[src/rtl/tcdm_cfg_pkg.sv]
// --------------------
// sizes shared by the whole shared-memory port
// --------------------

`default_nettype none

package tcdm_cfg_pkg;

  // master side
  localparam int unsigned nb_chan = 4;                 // number of master channels
  localparam int unsigned chan_w  = $clog2(nb_chan);   // channel index width

  // bus fields
  localparam int unsigned aw  = 8;       // word address bits
  localparam int unsigned dw  = 32;      // data bits
  localparam int unsigned bew = dw / 8;  // one enable per byte
  localparam int unsigned uw  = chan_w;  // user field carries the channel id

  // request queue and bank
  localparam int unsigned fifo_depth = 4;
  localparam int unsigned fifo_ptr_w = $clog2(fifo_depth);      // slot index
  localparam int unsigned fifo_cnt_w = $clog2(fifo_depth + 1);  // 0 .. fifo_depth
  localparam int unsigned mem_words  = 64;
  localparam int unsigned mem_aw     = $clog2(mem_words);       // low address bits used

endpackage

`default_nettype wire

[src/rtl/tcdm_bus_pkg.sv]
// --------------------
// request and response payloads of the HCI-style bus
// req/gnt and r_valid strobes travel beside these as plain wires
// --------------------

`default_nettype none

package tcdm_bus_pkg;

  import tcdm_cfg_pkg::*;

  // request payload, held stable by the master until req & gnt
  typedef struct packed {
    logic [aw-1:0]  add;   // word address
    logic           wen;   // 1 = read, 0 = write
    logic [dw-1:0]  data;  // write data
    logic [bew-1:0] be;    // byte enables for writes
    logic [uw-1:0]  user;  // id, overwritten by the mux with the channel index
  } tcdm_req_t;

  // response payload, qualified by a one-cycle r_valid strobe
  // only reads return a response
  typedef struct packed {
    logic [dw-1:0] r_data;  // read data
    logic          r_opc;   // 0 = ok
    logic [uw-1:0] r_user;  // reflected id, selects the target channel
  } tcdm_rsp_t;

  // r_opc encodings
  localparam logic opc_ok  = 1'b0;
  localparam logic opc_err = 1'b1;  // reserved, nothing in the port reports it

  // read / write encodings of wen
  localparam logic wen_read  = 1'b1;
  localparam logic wen_write = 1'b0;

endpackage

`default_nettype wire

[src/rtl/tcdm_mux_ooo.sv]
// --------------------
// N-to-1 request mux, round-robin or forced priority, with id-based response routing
// the id goes out in the user field and must come back unchanged as r_user
// --------------------

`timescale 1ns/100ps
`default_nettype none

module tcdm_mux_ooo
  import tcdm_cfg_pkg::*;
  import tcdm_bus_pkg::*;
(
  input  logic                            clk_i,
  input  logic                            rst_ni,
  input  logic                            clear_i,

  input  logic                            priority_force_i,  // use priority_i instead of rr
  input  logic [nb_chan-1:0][chan_w-1:0]  priority_i,        // entry 0 ranks highest

  // channel side
  input  logic [nb_chan-1:0]              in_req,
  input  tcdm_req_t [nb_chan-1:0]         in_payload,
  output logic [nb_chan-1:0]              in_gnt,
  output logic [nb_chan-1:0]              in_rsp_valid,
  output tcdm_rsp_t                       in_rsp,   // shared by all channels

  // memory side
  output logic                            out_req,
  output tcdm_req_t                       out_payload,
  input  logic                            out_gnt,
  input  logic                            rsp_valid,
  input  tcdm_rsp_t                       rsp
);

  logic [chan_w-1:0]              rr_cnt_q;   // channel holding top rank in rr mode
  logic [nb_chan-1:0][chan_w-1:0] prio_d;     // rank table, entry 0 first
  logic [chan_w-1:0]              winner_d;
  logic                           out_xfer;

  assign out_xfer = out_req & out_gnt;

  // round-robin counter, one step per accepted transfer
  always_ff @(posedge clk_i or negedge rst_ni) begin : rr_cnt_reg
    if (!rst_ni) begin
      rr_cnt_q <= '0;
    end else if (clear_i) begin
      rr_cnt_q <= '0;
    end else if (out_xfer) begin
      if (rr_cnt_q == chan_w'(nb_chan - 1)) begin
        rr_cnt_q <= '0;  // wrap for any channel count
      end else begin
        rr_cnt_q <= rr_cnt_q + chan_w'(1);
      end
    end
  end

  for (genvar ii = 0; ii < nb_chan; ii++) begin : gen_chan
    // rank ii holds channel (cnt + ii) mod nb_chan, or the forced entry
    assign prio_d[ii] = priority_force_i ? priority_i[ii]
                      : chan_w'((32'(rr_cnt_q) + ii) % nb_chan);

    // only the winner sees gnt, and only when the FIFO has room
    assign in_gnt[ii] = (winner_d == chan_w'(ii)) & in_req[ii] & out_gnt;

    // r_user is the id stamped on the way out
    assign in_rsp_valid[ii] = rsp_valid & (rsp.r_user == uw'(ii));
  end

  // winner-takes-all scan from lowest rank up, so the last hit is the top one
  always_comb begin : wta_scan
    winner_d = rr_cnt_q;  // nobody requesting, out_req stays low
    for (int jj = 0; jj < nb_chan; jj++) begin
      if (in_req[prio_d[nb_chan-1-jj]]) begin
        winner_d = prio_d[nb_chan-1-jj];
      end
    end
  end

  // forward the winner, stamping its index as the id
  always_comb begin : out_sel
    out_payload      = in_payload[winner_d];
    out_payload.user = winner_d;  // uw equals chan_w
  end

  assign out_req = in_req[winner_d];

  // data and status are broadcast, the valid strobe does the routing
  assign in_rsp = rsp;

endmodule

`default_nettype wire

[src/rtl/tcdm_req_fifo.sv]
// --------------------
// request FIFO between the mux and the bank, whole request stored, user id included
// registered output, an entry pushed in one cycle pops in the next at the earliest
// --------------------

`timescale 1ns/100ps
`default_nettype none

module tcdm_req_fifo
  import tcdm_cfg_pkg::*;
  import tcdm_bus_pkg::*;
(
  input  logic      clk_i,
  input  logic      rst_ni,
  input  logic      clear_i,

  // push side, from the mux
  input  logic      push_req,
  input  tcdm_req_t push_payload,
  output logic      push_gnt,     // high while not full

  // pop side, toward the bank
  output logic      pop_req,      // high while not empty
  output tcdm_req_t pop_payload,
  input  logic      pop_gnt
);

  tcdm_req_t             fifo_mem_q [fifo_depth];  // storage
  logic [fifo_ptr_w-1:0] wr_ptr_q;
  logic [fifo_ptr_w-1:0] rd_ptr_q;
  logic [fifo_cnt_w-1:0] cnt_q;     // occupancy
  logic                  push;
  logic                  pop;

  assign push_gnt = (cnt_q != fifo_cnt_w'(fifo_depth));
  assign pop_req  = (cnt_q != '0);

  assign push = push_req & push_gnt;
  assign pop  = pop_req & pop_gnt;

  // pointers and count, cleared together
  always_ff @(posedge clk_i or negedge rst_ni) begin : ctrl_reg
    if (!rst_ni) begin
      wr_ptr_q <= '0;
      rd_ptr_q <= '0;
      cnt_q    <= '0;
    end else if (clear_i) begin
      wr_ptr_q <= '0;
      rd_ptr_q <= '0;
      cnt_q    <= '0;
    end else begin
      if (push) begin
        wr_ptr_q <= (wr_ptr_q == fifo_ptr_w'(fifo_depth - 1)) ? '0 : wr_ptr_q + fifo_ptr_w'(1);
      end
      if (pop) begin
        rd_ptr_q <= (rd_ptr_q == fifo_ptr_w'(fifo_depth - 1)) ? '0 : rd_ptr_q + fifo_ptr_w'(1);
      end
      // simultaneous push and pop keeps the count
      case ({push, pop})
        2'b10:   cnt_q <= cnt_q + fifo_cnt_w'(1);
        2'b01:   cnt_q <= cnt_q - fifo_cnt_w'(1);
        default: cnt_q <= cnt_q;
      endcase
    end
  end

  // payload slots
  always_ff @(posedge clk_i) begin : data_reg
    if (push) begin
      fifo_mem_q[wr_ptr_q] <= push_payload;  // user field kept as is
    end
  end

  // head of queue, only meaningful while pop_req is high
  assign pop_payload = fifo_mem_q[rd_ptr_q];

endmodule

`default_nettype wire

[src/rtl/tcdm_r_user_filter.sv]
// --------------------
// sits next to the bank, reflects the id of each accepted read as r_user
// --------------------

`timescale 1ns/100ps
`default_nettype none

module tcdm_r_user_filter
  import tcdm_cfg_pkg::*;
  import tcdm_bus_pkg::*;
(
  input  logic          clk_i,
  input  logic          rst_ni,
  input  logic          clear_i,

  // observed request channel into the bank
  input  logic          req,
  input  logic          gnt,
  input  tcdm_req_t     payload,

  // bank read return
  input  logic          r_valid,
  input  logic [dw-1:0] r_data,

  // response toward the mux
  output logic          rsp_valid,
  output tcdm_rsp_t     rsp
);

  logic [uw-1:0] user_q;   // id of the read in flight
  logic          rd_acc;

  assign rd_acc = req & gnt & (payload.wen == wen_read);  // writes return nothing

  // bank latency is one cycle, so one slot is enough
  always_ff @(posedge clk_i or negedge rst_ni) begin : user_reg
    if (!rst_ni) begin
      user_q <= '0;
    end else if (clear_i) begin
      user_q <= '0;
    end else if (rd_acc) begin
      user_q <= payload.user;
    end
  end

  assign rsp_valid  = r_valid;
  assign rsp.r_data = r_data;
  assign rsp.r_opc  = opc_ok;
  assign rsp.r_user = user_q;  // lines up with r_valid

endmodule

`default_nettype wire

[src/rtl/tcdm_sram_bank.sv]
// --------------------
// word-addressed bank with byte enables, reads return one cycle after accept
// stall drops gnt for as long as it is held
// --------------------

`timescale 1ns/100ps
`default_nettype none

module tcdm_sram_bank
  import tcdm_cfg_pkg::*;
  import tcdm_bus_pkg::*;
(
  input  logic          clk_i,
  input  logic          rst_ni,
  input  logic          stall,     // level, back-pressure toward the FIFO
  input  logic          req,
  input  tcdm_req_t     payload,
  output logic          gnt,
  output logic          r_valid,   // one-cycle strobe per read
  output logic [dw-1:0] r_data
);

  logic [dw-1:0]     mem_q [mem_words];
  logic [mem_aw-1:0] idx;
  logic              acc;

  assign gnt = ~stall;
  assign acc = req & gnt;
  assign idx = payload.add[mem_aw-1:0];  // upper address bits ignored

  // storage and read port, content cleared on reset
  always_ff @(posedge clk_i or negedge rst_ni) begin : mem_reg
    if (!rst_ni) begin
      for (int w = 0; w < mem_words; w++) begin
        mem_q[w] <= '0;
      end
      r_valid <= 1'b0;
      r_data  <= '0;
    end else begin
      r_valid <= acc & (payload.wen == wen_read);
      if (acc && payload.wen == wen_read) begin
        r_data <= mem_q[idx];
      end
      if (acc && payload.wen == wen_write) begin
        for (int b = 0; b < bew; b++) begin
          if (payload.be[b]) begin
            mem_q[idx][8*b +: 8] <= payload.data[8*b +: 8];  // merge enabled bytes only
          end
        end
      end
    end
  end

endmodule

`default_nettype wire

[src/rtl/tcdm_ooo_top.sv]
// --------------------
// shared-memory port: mux, request FIFO, id filter and bank in a chain
// --------------------

`timescale 1ns/100ps
`default_nettype none

module tcdm_ooo_top
  import tcdm_cfg_pkg::*;
  import tcdm_bus_pkg::*;
(
  input  logic                            clk_i,
  input  logic                            rst_ni,
  input  logic                            clear_i,
  input  logic                            priority_force_i,
  input  logic [nb_chan-1:0][chan_w-1:0]  priority_i,
  input  logic                            mem_stall_i,

  input  logic [nb_chan-1:0]              in_req,
  input  tcdm_req_t [nb_chan-1:0]         in_payload,
  output logic [nb_chan-1:0]              in_gnt,
  output logic [nb_chan-1:0]              in_rsp_valid,
  output tcdm_rsp_t                       in_rsp
);

  logic          mux_req;      // mux -> FIFO
  tcdm_req_t     mux_payload;
  logic          fifo_gnt;
  logic          mem_req;      // FIFO -> bank, watched by the filter
  tcdm_req_t     mem_payload;
  logic          mem_gnt;
  logic          r_valid;      // bank -> filter
  logic [dw-1:0] r_data;
  logic          rsp_valid;    // filter -> mux
  tcdm_rsp_t     rsp;

  tcdm_mux_ooo i_mux (
    .clk_i, .rst_ni, .clear_i, .priority_force_i, .priority_i,
    .in_req, .in_payload, .in_gnt, .in_rsp_valid, .in_rsp,
    .out_req (mux_req), .out_payload (mux_payload), .out_gnt (fifo_gnt),
    .rsp_valid, .rsp
  );

  tcdm_req_fifo i_fifo (
    .clk_i, .rst_ni, .clear_i,
    .push_req (mux_req), .push_payload (mux_payload), .push_gnt (fifo_gnt),
    .pop_req (mem_req), .pop_payload (mem_payload), .pop_gnt (mem_gnt)
  );

  tcdm_r_user_filter i_filter (
    .clk_i, .rst_ni, .clear_i,
    .req (mem_req), .gnt (mem_gnt), .payload (mem_payload),
    .r_valid, .r_data, .rsp_valid, .rsp
  );

  tcdm_sram_bank i_bank (
    .clk_i, .rst_ni, .stall (mem_stall_i),
    .req (mem_req), .payload (mem_payload), .gnt (mem_gnt),
    .r_valid, .r_data
  );

endmodule

`default_nettype wire

[config.mk]
export PLATFORM = sky130hd
export DESIGN_NAME = tcdm_ooo_top
export DESIGN_NICKNAME = d
export VERILOG_FILES = /design/src/rtl/tcdm_cfg_pkg.sv /design/src/rtl/tcdm_bus_pkg.sv /design/src/rtl/tcdm_mux_ooo.sv /design/src/rtl/tcdm_req_fifo.sv /design/src/rtl/tcdm_r_user_filter.sv /design/src/rtl/tcdm_sram_bank.sv /design/src/rtl/tcdm_ooo_top.sv
export SDC_FILE = /design/constraint.sdc
export NUM_CORES = 2
export LEC_CHECK = 0
export BUFFER_PORTS_ARGS = -buffer_cell sky130_fd_sc_hd__buf_2
export CAP_MARGIN = 20
export CELL_PAD_IN_SITES_DETAIL_PLACEMENT = 2
export CELL_PAD_IN_SITES_GLOBAL_PLACEMENT = 2
export CORE_MARGIN = 2
export CORE_UTILIZATION = 41
export DETAILED_ROUTE_END_ITERATION = 10
export PLACE_DENSITY = 0.88
export SYNTH_ARGS = -nofsm -noshare
export SYNTH_HDL_FRONTEND = slang
export SYNTH_SLANG_ARGS = --single-unit
[constraint.sdc]
create_clock -name clk_i -period 4.1 [get_ports clk_i]
set_input_delay 0.82 -clock clk_i [delete_from_list [all_inputs] [get_ports clk_i]]
set_output_delay 0.82 -clock clk_i [all_outputs]
set_load 0.01 [all_outputs]
# Word-level counts from Yosys, hierarchy flattened
# Memory sizes are Yosys's and may differ from the RTL's.
# Cells that the tools add are included.
[classes]
n_lt_le_gt_ge = 7
n_addsub = 8
n_eq_ne = 12
reduce_logical = 10
muxes = 57
bitwise = 18
[ops]
columns = ["op", "count"]
rows = [
  ["two-way mux 2048 bit", 7],
  ["bitwise mux 2048 bit", 4],
  ["demux 32 bit (select 6 bit)", 4],
  ["binary-select mux 32 bit (select 6 bit)", 1],
  ["two-way mux 32 bit", 3],
  ["binary-select mux 47 bit (select 2 bit)", 1],
  ["two-way mux 47 bit", 1],
  ["two-way mux 2 bit", 19],
  ["two-way mux 24 bit", 1],
  ["== test 2 bit (second input constant)", 8],
  ["two-way mux 16 bit", 1],
  ["AND 1 bit", 15],
  ["< comparator 2 x 3 -> 1 bit (second input constant)", 5],
  ["binary-select mux 1 bit (select 2 bit)", 5],
  ["adder 2 x 1 -> 2 bit (second input constant)", 4],
  ["two-way mux 8 bit", 1],
  ["greater-or-equal comparator 7 bit (second input constant)", 1],
  ["< comparator 7 x 1 -> 1 bit (second input constant)", 1],
  ["two-way mux 1 bit", 7],
  ["inverter 6 -> 7 bit", 1],
  ["== test 2 x 1 -> 1 bit (second input constant)", 3],
  ["case mux 3 bit (2 select lines)", 1],
  ["nonzero test 2 bit", 3],
  ["nonzero test 3 bit", 2],
  ["8 further kinds", 13],
]
[totals]
inputBits = 205
ramBits = 188
word_cells = 184
n_memories = 1
regBits = 2092
out_inout_bits = 43
[mem_list]
columns = ["name", "words", "width", "rd", "rd_ports_with_merged_regs", "wr", "line_no", "source"]
rows = [
  ["i_fifo.fifo_mem_q", 4, 47, 1, 0, 1, "tcdm_req_fifo.sv:28", "tcdm_req_t fifo_mem_q [fifo_depth];"],
]

# Logic depth before layout (Yosys ltp)
# An unclocked memory read counts as a cell.
[depth]
ltp_word = 17
depth_mapped = 15
mapped_depth_nobuf = 13

# Hierarchy
# A second synthesis with hierarchy kept.
[hier_totals]
cells_unflattened = 7336
area_unflattened_um2 = 104719.2
[by_module_without_submodules]
columns = ["module", "area_per_inst_um2", "cells_each", "seq_area_each_um2", "instances"]
rows = [
  ["tcdm_sram_bank", 94500.6, 6641, 52074.9, 1],
  ["tcdm_req_fifo", 7402.1, 313, 5820.6, 1],
  ["tcdm_mux_ooo", 2451.1, 338, 50.0, 1],
  ["tcdm_r_user_filter", 365.4, 44, 50.0, 1],
]

# Worst setup path before layout
# No wires, ideal clock.
[synth_path]
kind = "input to register"
startpoint = "input port priority_force_i"
endpoint = "memory i_fifo.fifo_mem_q[3][0] (netlist name) (enable)"
path_buffers = 2
path_stages = 10
setup_time_ns = 0.407
slack_ns = -0.081
required_time_ns = 3.693
t_arrival_ns = 3.774
cell_sequence = "buf_6 -> nand2_1 -> o21ai_1 -> mux4_2 -> o32ai_1 -> a21oi_1 -> buf_6 -> o211a_2 -> nor3_4 -> and2_1"
[synth_between]
elab_chain_cells = 12
elab_cells_between_ends = 21
cone_classes = "20 x mux; 1 x bitwise"
[synth_rtl]
columns = ["element", "line_no", "source"]
rows = [
  ["start, declared", "tcdm_ooo_top.sv:15", "input logic priority_force_i,"],
  ["two-way mux 2 bit", "tcdm_mux_ooo.sv:59", "assign prio_d[ii] = priority_force_i ? priority_i[ii]"],
  ["binary-select mux 1 bit (select 2 bit)", "tcdm_mux_ooo.sv:73", "if (in_req[prio_d[nb_chan-1-jj]]) begin"],
  ["two-way mux 1 bit (implied by the code)", "tcdm_mux_ooo.sv:73", ""],
  ["two-way mux 2 bit (3 in series)", "tcdm_mux_ooo.sv:73", ""],
  ["two-way mux 2 bit (*)", "tcdm_mux_ooo.sv:73", ""],
  ["binary-select mux 1 bit (select 2 bit) (*)", "tcdm_mux_ooo.sv:85", "assign out_req = in_req[winner_d];"],
  ["two-way mux 1 bit (implied by the code) (*)", "tcdm_mux_ooo.sv:85", ""],
  ["AND 1 bit (*)", "tcdm_req_fifo.sv:38", "assign push = push_req & push_gnt;"],
  ["two-way mux 1 bit (*)", "tcdm_req_fifo.sv:69", "if (push) begin"],
  ["two-way mux 1 bit (implied by the code) (*)", "tcdm_req_fifo.sv:70", "fifo_mem_q[wr_ptr_q] <= push_payload;"],
  ["end, declared", "tcdm_req_fifo.sv:28", ""],
]
# Every way passes the cells marked *; elsewhere a longest branch is shown, timed or not. The select of a mux whose other input is x is not followed.

# Worst setup path in the final report
[layout_path]
startpoint = "register i_fifo.rd_ptr_q[0]"
endpoint = "register i_bank.mem_q[1600] (netlist name)"
[layout_between]
elab_chain_cells = 17
elab_cells_between_ends = 23
cone_classes = "2 x order compare; 16 x mux; 2 x bitwise; 2 x reduce/logical; 1 x memory"
[layout_rtl]
columns = ["element", "line_no", "source"]
rows = [
  ["start, declared", "tcdm_req_fifo.sv:30", "logic [fifo_ptr_w-1:0] rd_ptr_q;"],
  ["start signal, assigned", "tcdm_req_fifo.sv:56", "rd_ptr_q <= (rd_ptr_q == fifo_ptr_w'(fifo_depth - 1)) ? '0 : rd_ptr_q + fifo_ptr_w'(1);"],
  ["memory (4 x 47 bit) (*)", "--", ""],
  ["inverter 6 -> 7 bit (implied by the code)", "tcdm_sram_bank.sv:47", "mem_q[idx][8*b +: 8] <= payload.data[8*b +: 8];"],
  ["greater-or-equal comparator 7 bit (implied by the code) / < comparator 7 x 1 -> 1 bit (equally long branches)", "tcdm_sram_bank.sv:47", ""],
  ["logical AND 1 bit (implied by the code)", "tcdm_sram_bank.sv:47", ""],
  ["two-way mux 8 bit (implied by the code)", "tcdm_sram_bank.sv:47", ""],
  ["demux 32 bit (select 6 bit)", "tcdm_sram_bank.sv:47", ""],
  ["bitwise mux 2048 bit", "tcdm_sram_bank.sv:47", ""],
  ["two-way mux 2048 bit", "tcdm_sram_bank.sv:46", "if (payload.be[b]) begin"],
  ["two-way mux 2048 bit", "tcdm_sram_bank.sv:44", "if (acc && payload.wen == wen_write) begin"],
  ["bitwise mux 2048 bit", "tcdm_sram_bank.sv:47", ""],
  ["two-way mux 2048 bit", "tcdm_sram_bank.sv:46", ""],
  ["two-way mux 2048 bit", "tcdm_sram_bank.sv:44", ""],
  ["bitwise mux 2048 bit", "tcdm_sram_bank.sv:47", ""],
  ["two-way mux 2048 bit", "tcdm_sram_bank.sv:46", ""],
  ["two-way mux 2048 bit", "tcdm_sram_bank.sv:44", ""],
  ["bitwise mux 2048 bit", "tcdm_sram_bank.sv:47", ""],
  ["two-way mux 2048 bit", "tcdm_sram_bank.sv:46", ""],
  ["end signal, assigned by index", "tcdm_sram_bank.sv:47", ""],
  ["end, declared", "tcdm_sram_bank.sv:23", "logic [dw-1:0] mem_q [mem_words];"],
]
# Marked as above.
# A chain may end at the register's enable or synchronous reset.

==> results.yml <==
placed_design:
  port_buffers: 230
  gp_congestion: 0.8510
  dp_hpwl_um: 248800
  dp_slack_ps: -119.5
finish:
  fillerInstances: 22720
  drive_above_1_share_pct: 12.92
  nets: 9695
  syn_to_final_growth_pct: 15.55
timing:
  slew_headroom_pct: -64.15
  setup_tns_ps: -141480
  hold_violations: 0
  worst_slack_ps: -1653
  drv_slew: 18
  rsz0062_at_grt: "yes"
  setup_viol: 917
  skew_ps: 88.34
  tightest_slew_ps: 2436
  post-route-min-period_ps: 5753
  clock.fmax_mhz: 173.8
  min_period_over_period_pct: 140.3
power:
  leakagePower_nw: 45.35
  vdd_drop_max_mv: 0.6032
  pwr_density_cell_nw_per_um2: 866.9
routing:
  antenna_left: 0
  drc: 0
  routedWlPerCell_um: 43.66
  drtPass1Iterations: 9
  wl_um: 558700
  viasPerCell: 7.500
  vias: 95980
  drt_iter0_drc: 15460
synthesis:
  post_synth_fa_ha_maj_area_fraction_pct: 0.08728
  ys_ff_latch: 2272
  avgSynthCellArea_um2: 10.04
  yosysMostFrequentCell: "nand2_1"
  synth_cell_types: 64
  synthTopCellsByCount: "2401 x nand2_1, 2092 x dfrtp_1, 2057 x o21ai_0, 1026 x a22oi_1, 566 x clkbuf_1"
  yosys.area_share.simple_pct: 11.20
  synth_enable_flop_cells: 180
  syn_nets: 9633
  synth_mux_area_share_pct: 2.187
  synth_area_leader_cell: "dfrtp_1"
  synth_xor_area_share_pct: 0.02777
  syn_area_um2: 94620
  synth_compound_area_share_pct: 21.97
  synth_cells: 9422
  synth_seq_area_share_pct: 61.04
  synth_top_family_by_area: "compound AO/OA/AOI/OAI gates"
  yosysTopAreaCellShare_pct: 55.33
  async_flop_share_pct: 92.08
  yosys_warnings: 0
  synthTopCellsByArea: "dfrtp_1 55%, o21ai_0 11%, nand2_1 9.5%"
  ys.flop_type: "dfrtp_1"
worst_setup_path:
  crit_buf_inv: 3
  crit_top_cell: "buf_4"
  crit_arrival_ps: 6420
  crit_required_ps: 4770
  critPathKind: "register to register"
  path_cells: "buf_4 > mux4_2 > nor2_2 > nand2_1 > buf_4 > nor2_1 > buf_4 > nand2_2 > o21ai_0"
  worst_setup_path_end_kind: "register"
  crit_fanout: 20
  crit_path_top_delay_cell: "o21ai_0"
  startpoint_type: "register"
  critPathMaxStageDelay_ps: 1960
  cp_top_family: "compound AO/OA/AOI/OAI gates"
global_route:
  grt_pass1_vias: 100300
  grt_max_degree: 181
  track_usage_pct: 43.05
  grt_pass1_wl_um: 745900
  grt_overflow: 0
  antenna_found_initial: 63
floorplan:
  start_util_pct: 41.20
  die_w_um: 484.4
  ioPinCount: 248
  fp.dieH_um: 484.4
  die_area_um2: 234600
  core_region_area_um2: 229700
  rows: 176
clock_network:
  htree_num_levels: 4
  cts_max_path_buffers: 3
  clkLatencyLatePin_ps: 1010
  cts_tree: "done"
  cts_buffers: 238
  clock-sinks: 2272
  clockRootBuffer: "clkbuf_16"
  cts.clk_slew.worst_paths_ps: 80
hold_path:
  min_path_type: "input pin to register"
job:
  drv_cap: 7
run_status:
  outcome: "finished, violations left"
  violations: "capacitance limit, slew limit, setup timing"
[metal layers]
metal	vias up	part of all wire, %	track usage (%)
li1	33700	-	-
met4	78	11	32.96
met1	48340	32	48.75
met5	-	0.14	0.2041
met2	9592	44	68.08
met3	4273	13	13.35
[cell type report]
class,count,area [µm²],share of cell area [%]
Clock buffer,369,7267,6.647
Tap cell,3026,3786,3.463
Inverter,15,58.81,0.05379
Multi-Input combinational cell,6350,34390,31.46
Antenna cell,82,205.2,0.1877
Clock inverter,76,779.5,0.7129
Timing Repair Buffer,607,5081,4.647
Sequential cell,2272,57770,52.83
[worst register-to-register path: stages, from the launching register on]
cell     delay [ps]
dfrtp_4         560
buf_4           440
mux4_2          670
nor2_2          380
nand2_1         170
buf_4           290
nor2_1          220
buf_4           390
nand2_2         370
o21ai_0        1960
[path summary, 6_finish.rpt]
path                               startpoint            endpoint  slack (ps)  cells after the start
setup reg to reg           i_fifo.rd_ptr_q[0]  i_bank.mem_q[1600]       -1650                      9
min in group asynchronous              rst_ni  i_bank.mem_q[2028]         490                      2
setup / recovery           i_fifo.rd_ptr_q[0]  i_bank.mem_q[1600]       -1650                      9
hold / removal                        clear_i  i_fifo.rd_ptr_q[0]         280                      2
hold reg to reg            i_bank.mem_q[1502]  i_bank.mem_q[1502]         480                      2
max in group asynchronous              rst_ni    i_bank.mem_q[65]        2020                      4
[cell families after synthesis]
logic type,after synthesis
muxes,178
and+or+nand+nor,2685
xor gates and xnor gates,3
DFF,2272
adders and majority gates,6
other,1
AOI/OAI and AO/OA,3477
buffers and inverters,800
[through the flow]
| stage | utilization (%) | instances | hold slack [ps] | cell area, µm² | total power, mW |
|---|---|---|---|---|---|
| finish | 47.60 | 12800 | 278.1 | 109300 | 94.78 |
| floorplan | - | 9422 | 450.2 | 94620 | 45.97 |
| global route | 47.56 | 12760 | 293.0 | 109200 | 94.87 |
| global placement | 43.73 | 12240 | 460.9 | 100400 | 57.91 |
| CTS | 47.28 | 12690 | 269.0 | 108600 | 87.44 |
| detailed placement | 43.73 | 12240 | 470.3 | 100400 | 61.31 |
[repair_timing]
item,CTS,global route
pin swaps,2,8
hold buffers,1,0
hold endpoints to repair,26,0
endpoints found under the setup margin,20,919
resized for setup,15,134
buffers inserted,7,15
[power by group]
group,total [mW],switching [mW],leakage (nW),internal (mW)
Combinational,34.8,27.7,10.6,7.17
Clock,24.4,11.5,4.00,12.9
Sequential,35.5,6.09,30.7,29.4
[cell usage in the layout (no fill, tap or decap), types with 13 or more instances in the layout]
cell type,instances
nand2_1,2352
dfrtp_1,2088
o21ai_0,2006
a22oi_1,1021
buf_4,284
clkbuf_16,245
buf_2,229
a41oi_1,188
edfxtp_1,180
a21oi_1,111
nor2_1,96
buf_12,86
mux2i_1,83
diode_2,82
mux2_2,76
o21ai_1,70
clkbuf_8,67
nand4_1,65
clkbuf_1,57
clkinv_2,49
nand2_2,47
and3_1,33
o21ai_4,32
nor4_1,27
mux4_2,15
inv_1,13
[flip-flops by register name, summed over array words and instances (netlist names)]
signal	flops
i_fifo.rd_ptr_q	2
i_bank.mem_q	2048
i_fifo.cnt_q	3
i_fifo.wr_ptr_q	2
i_bank.r_valid	1
i_mux.rr_cnt_q	2
i_bank.r_data	32
i_fifo.fifo_mem_q	180
i_filter.user_q	2
No activity file was read; power rests on OpenSTA's default activity.
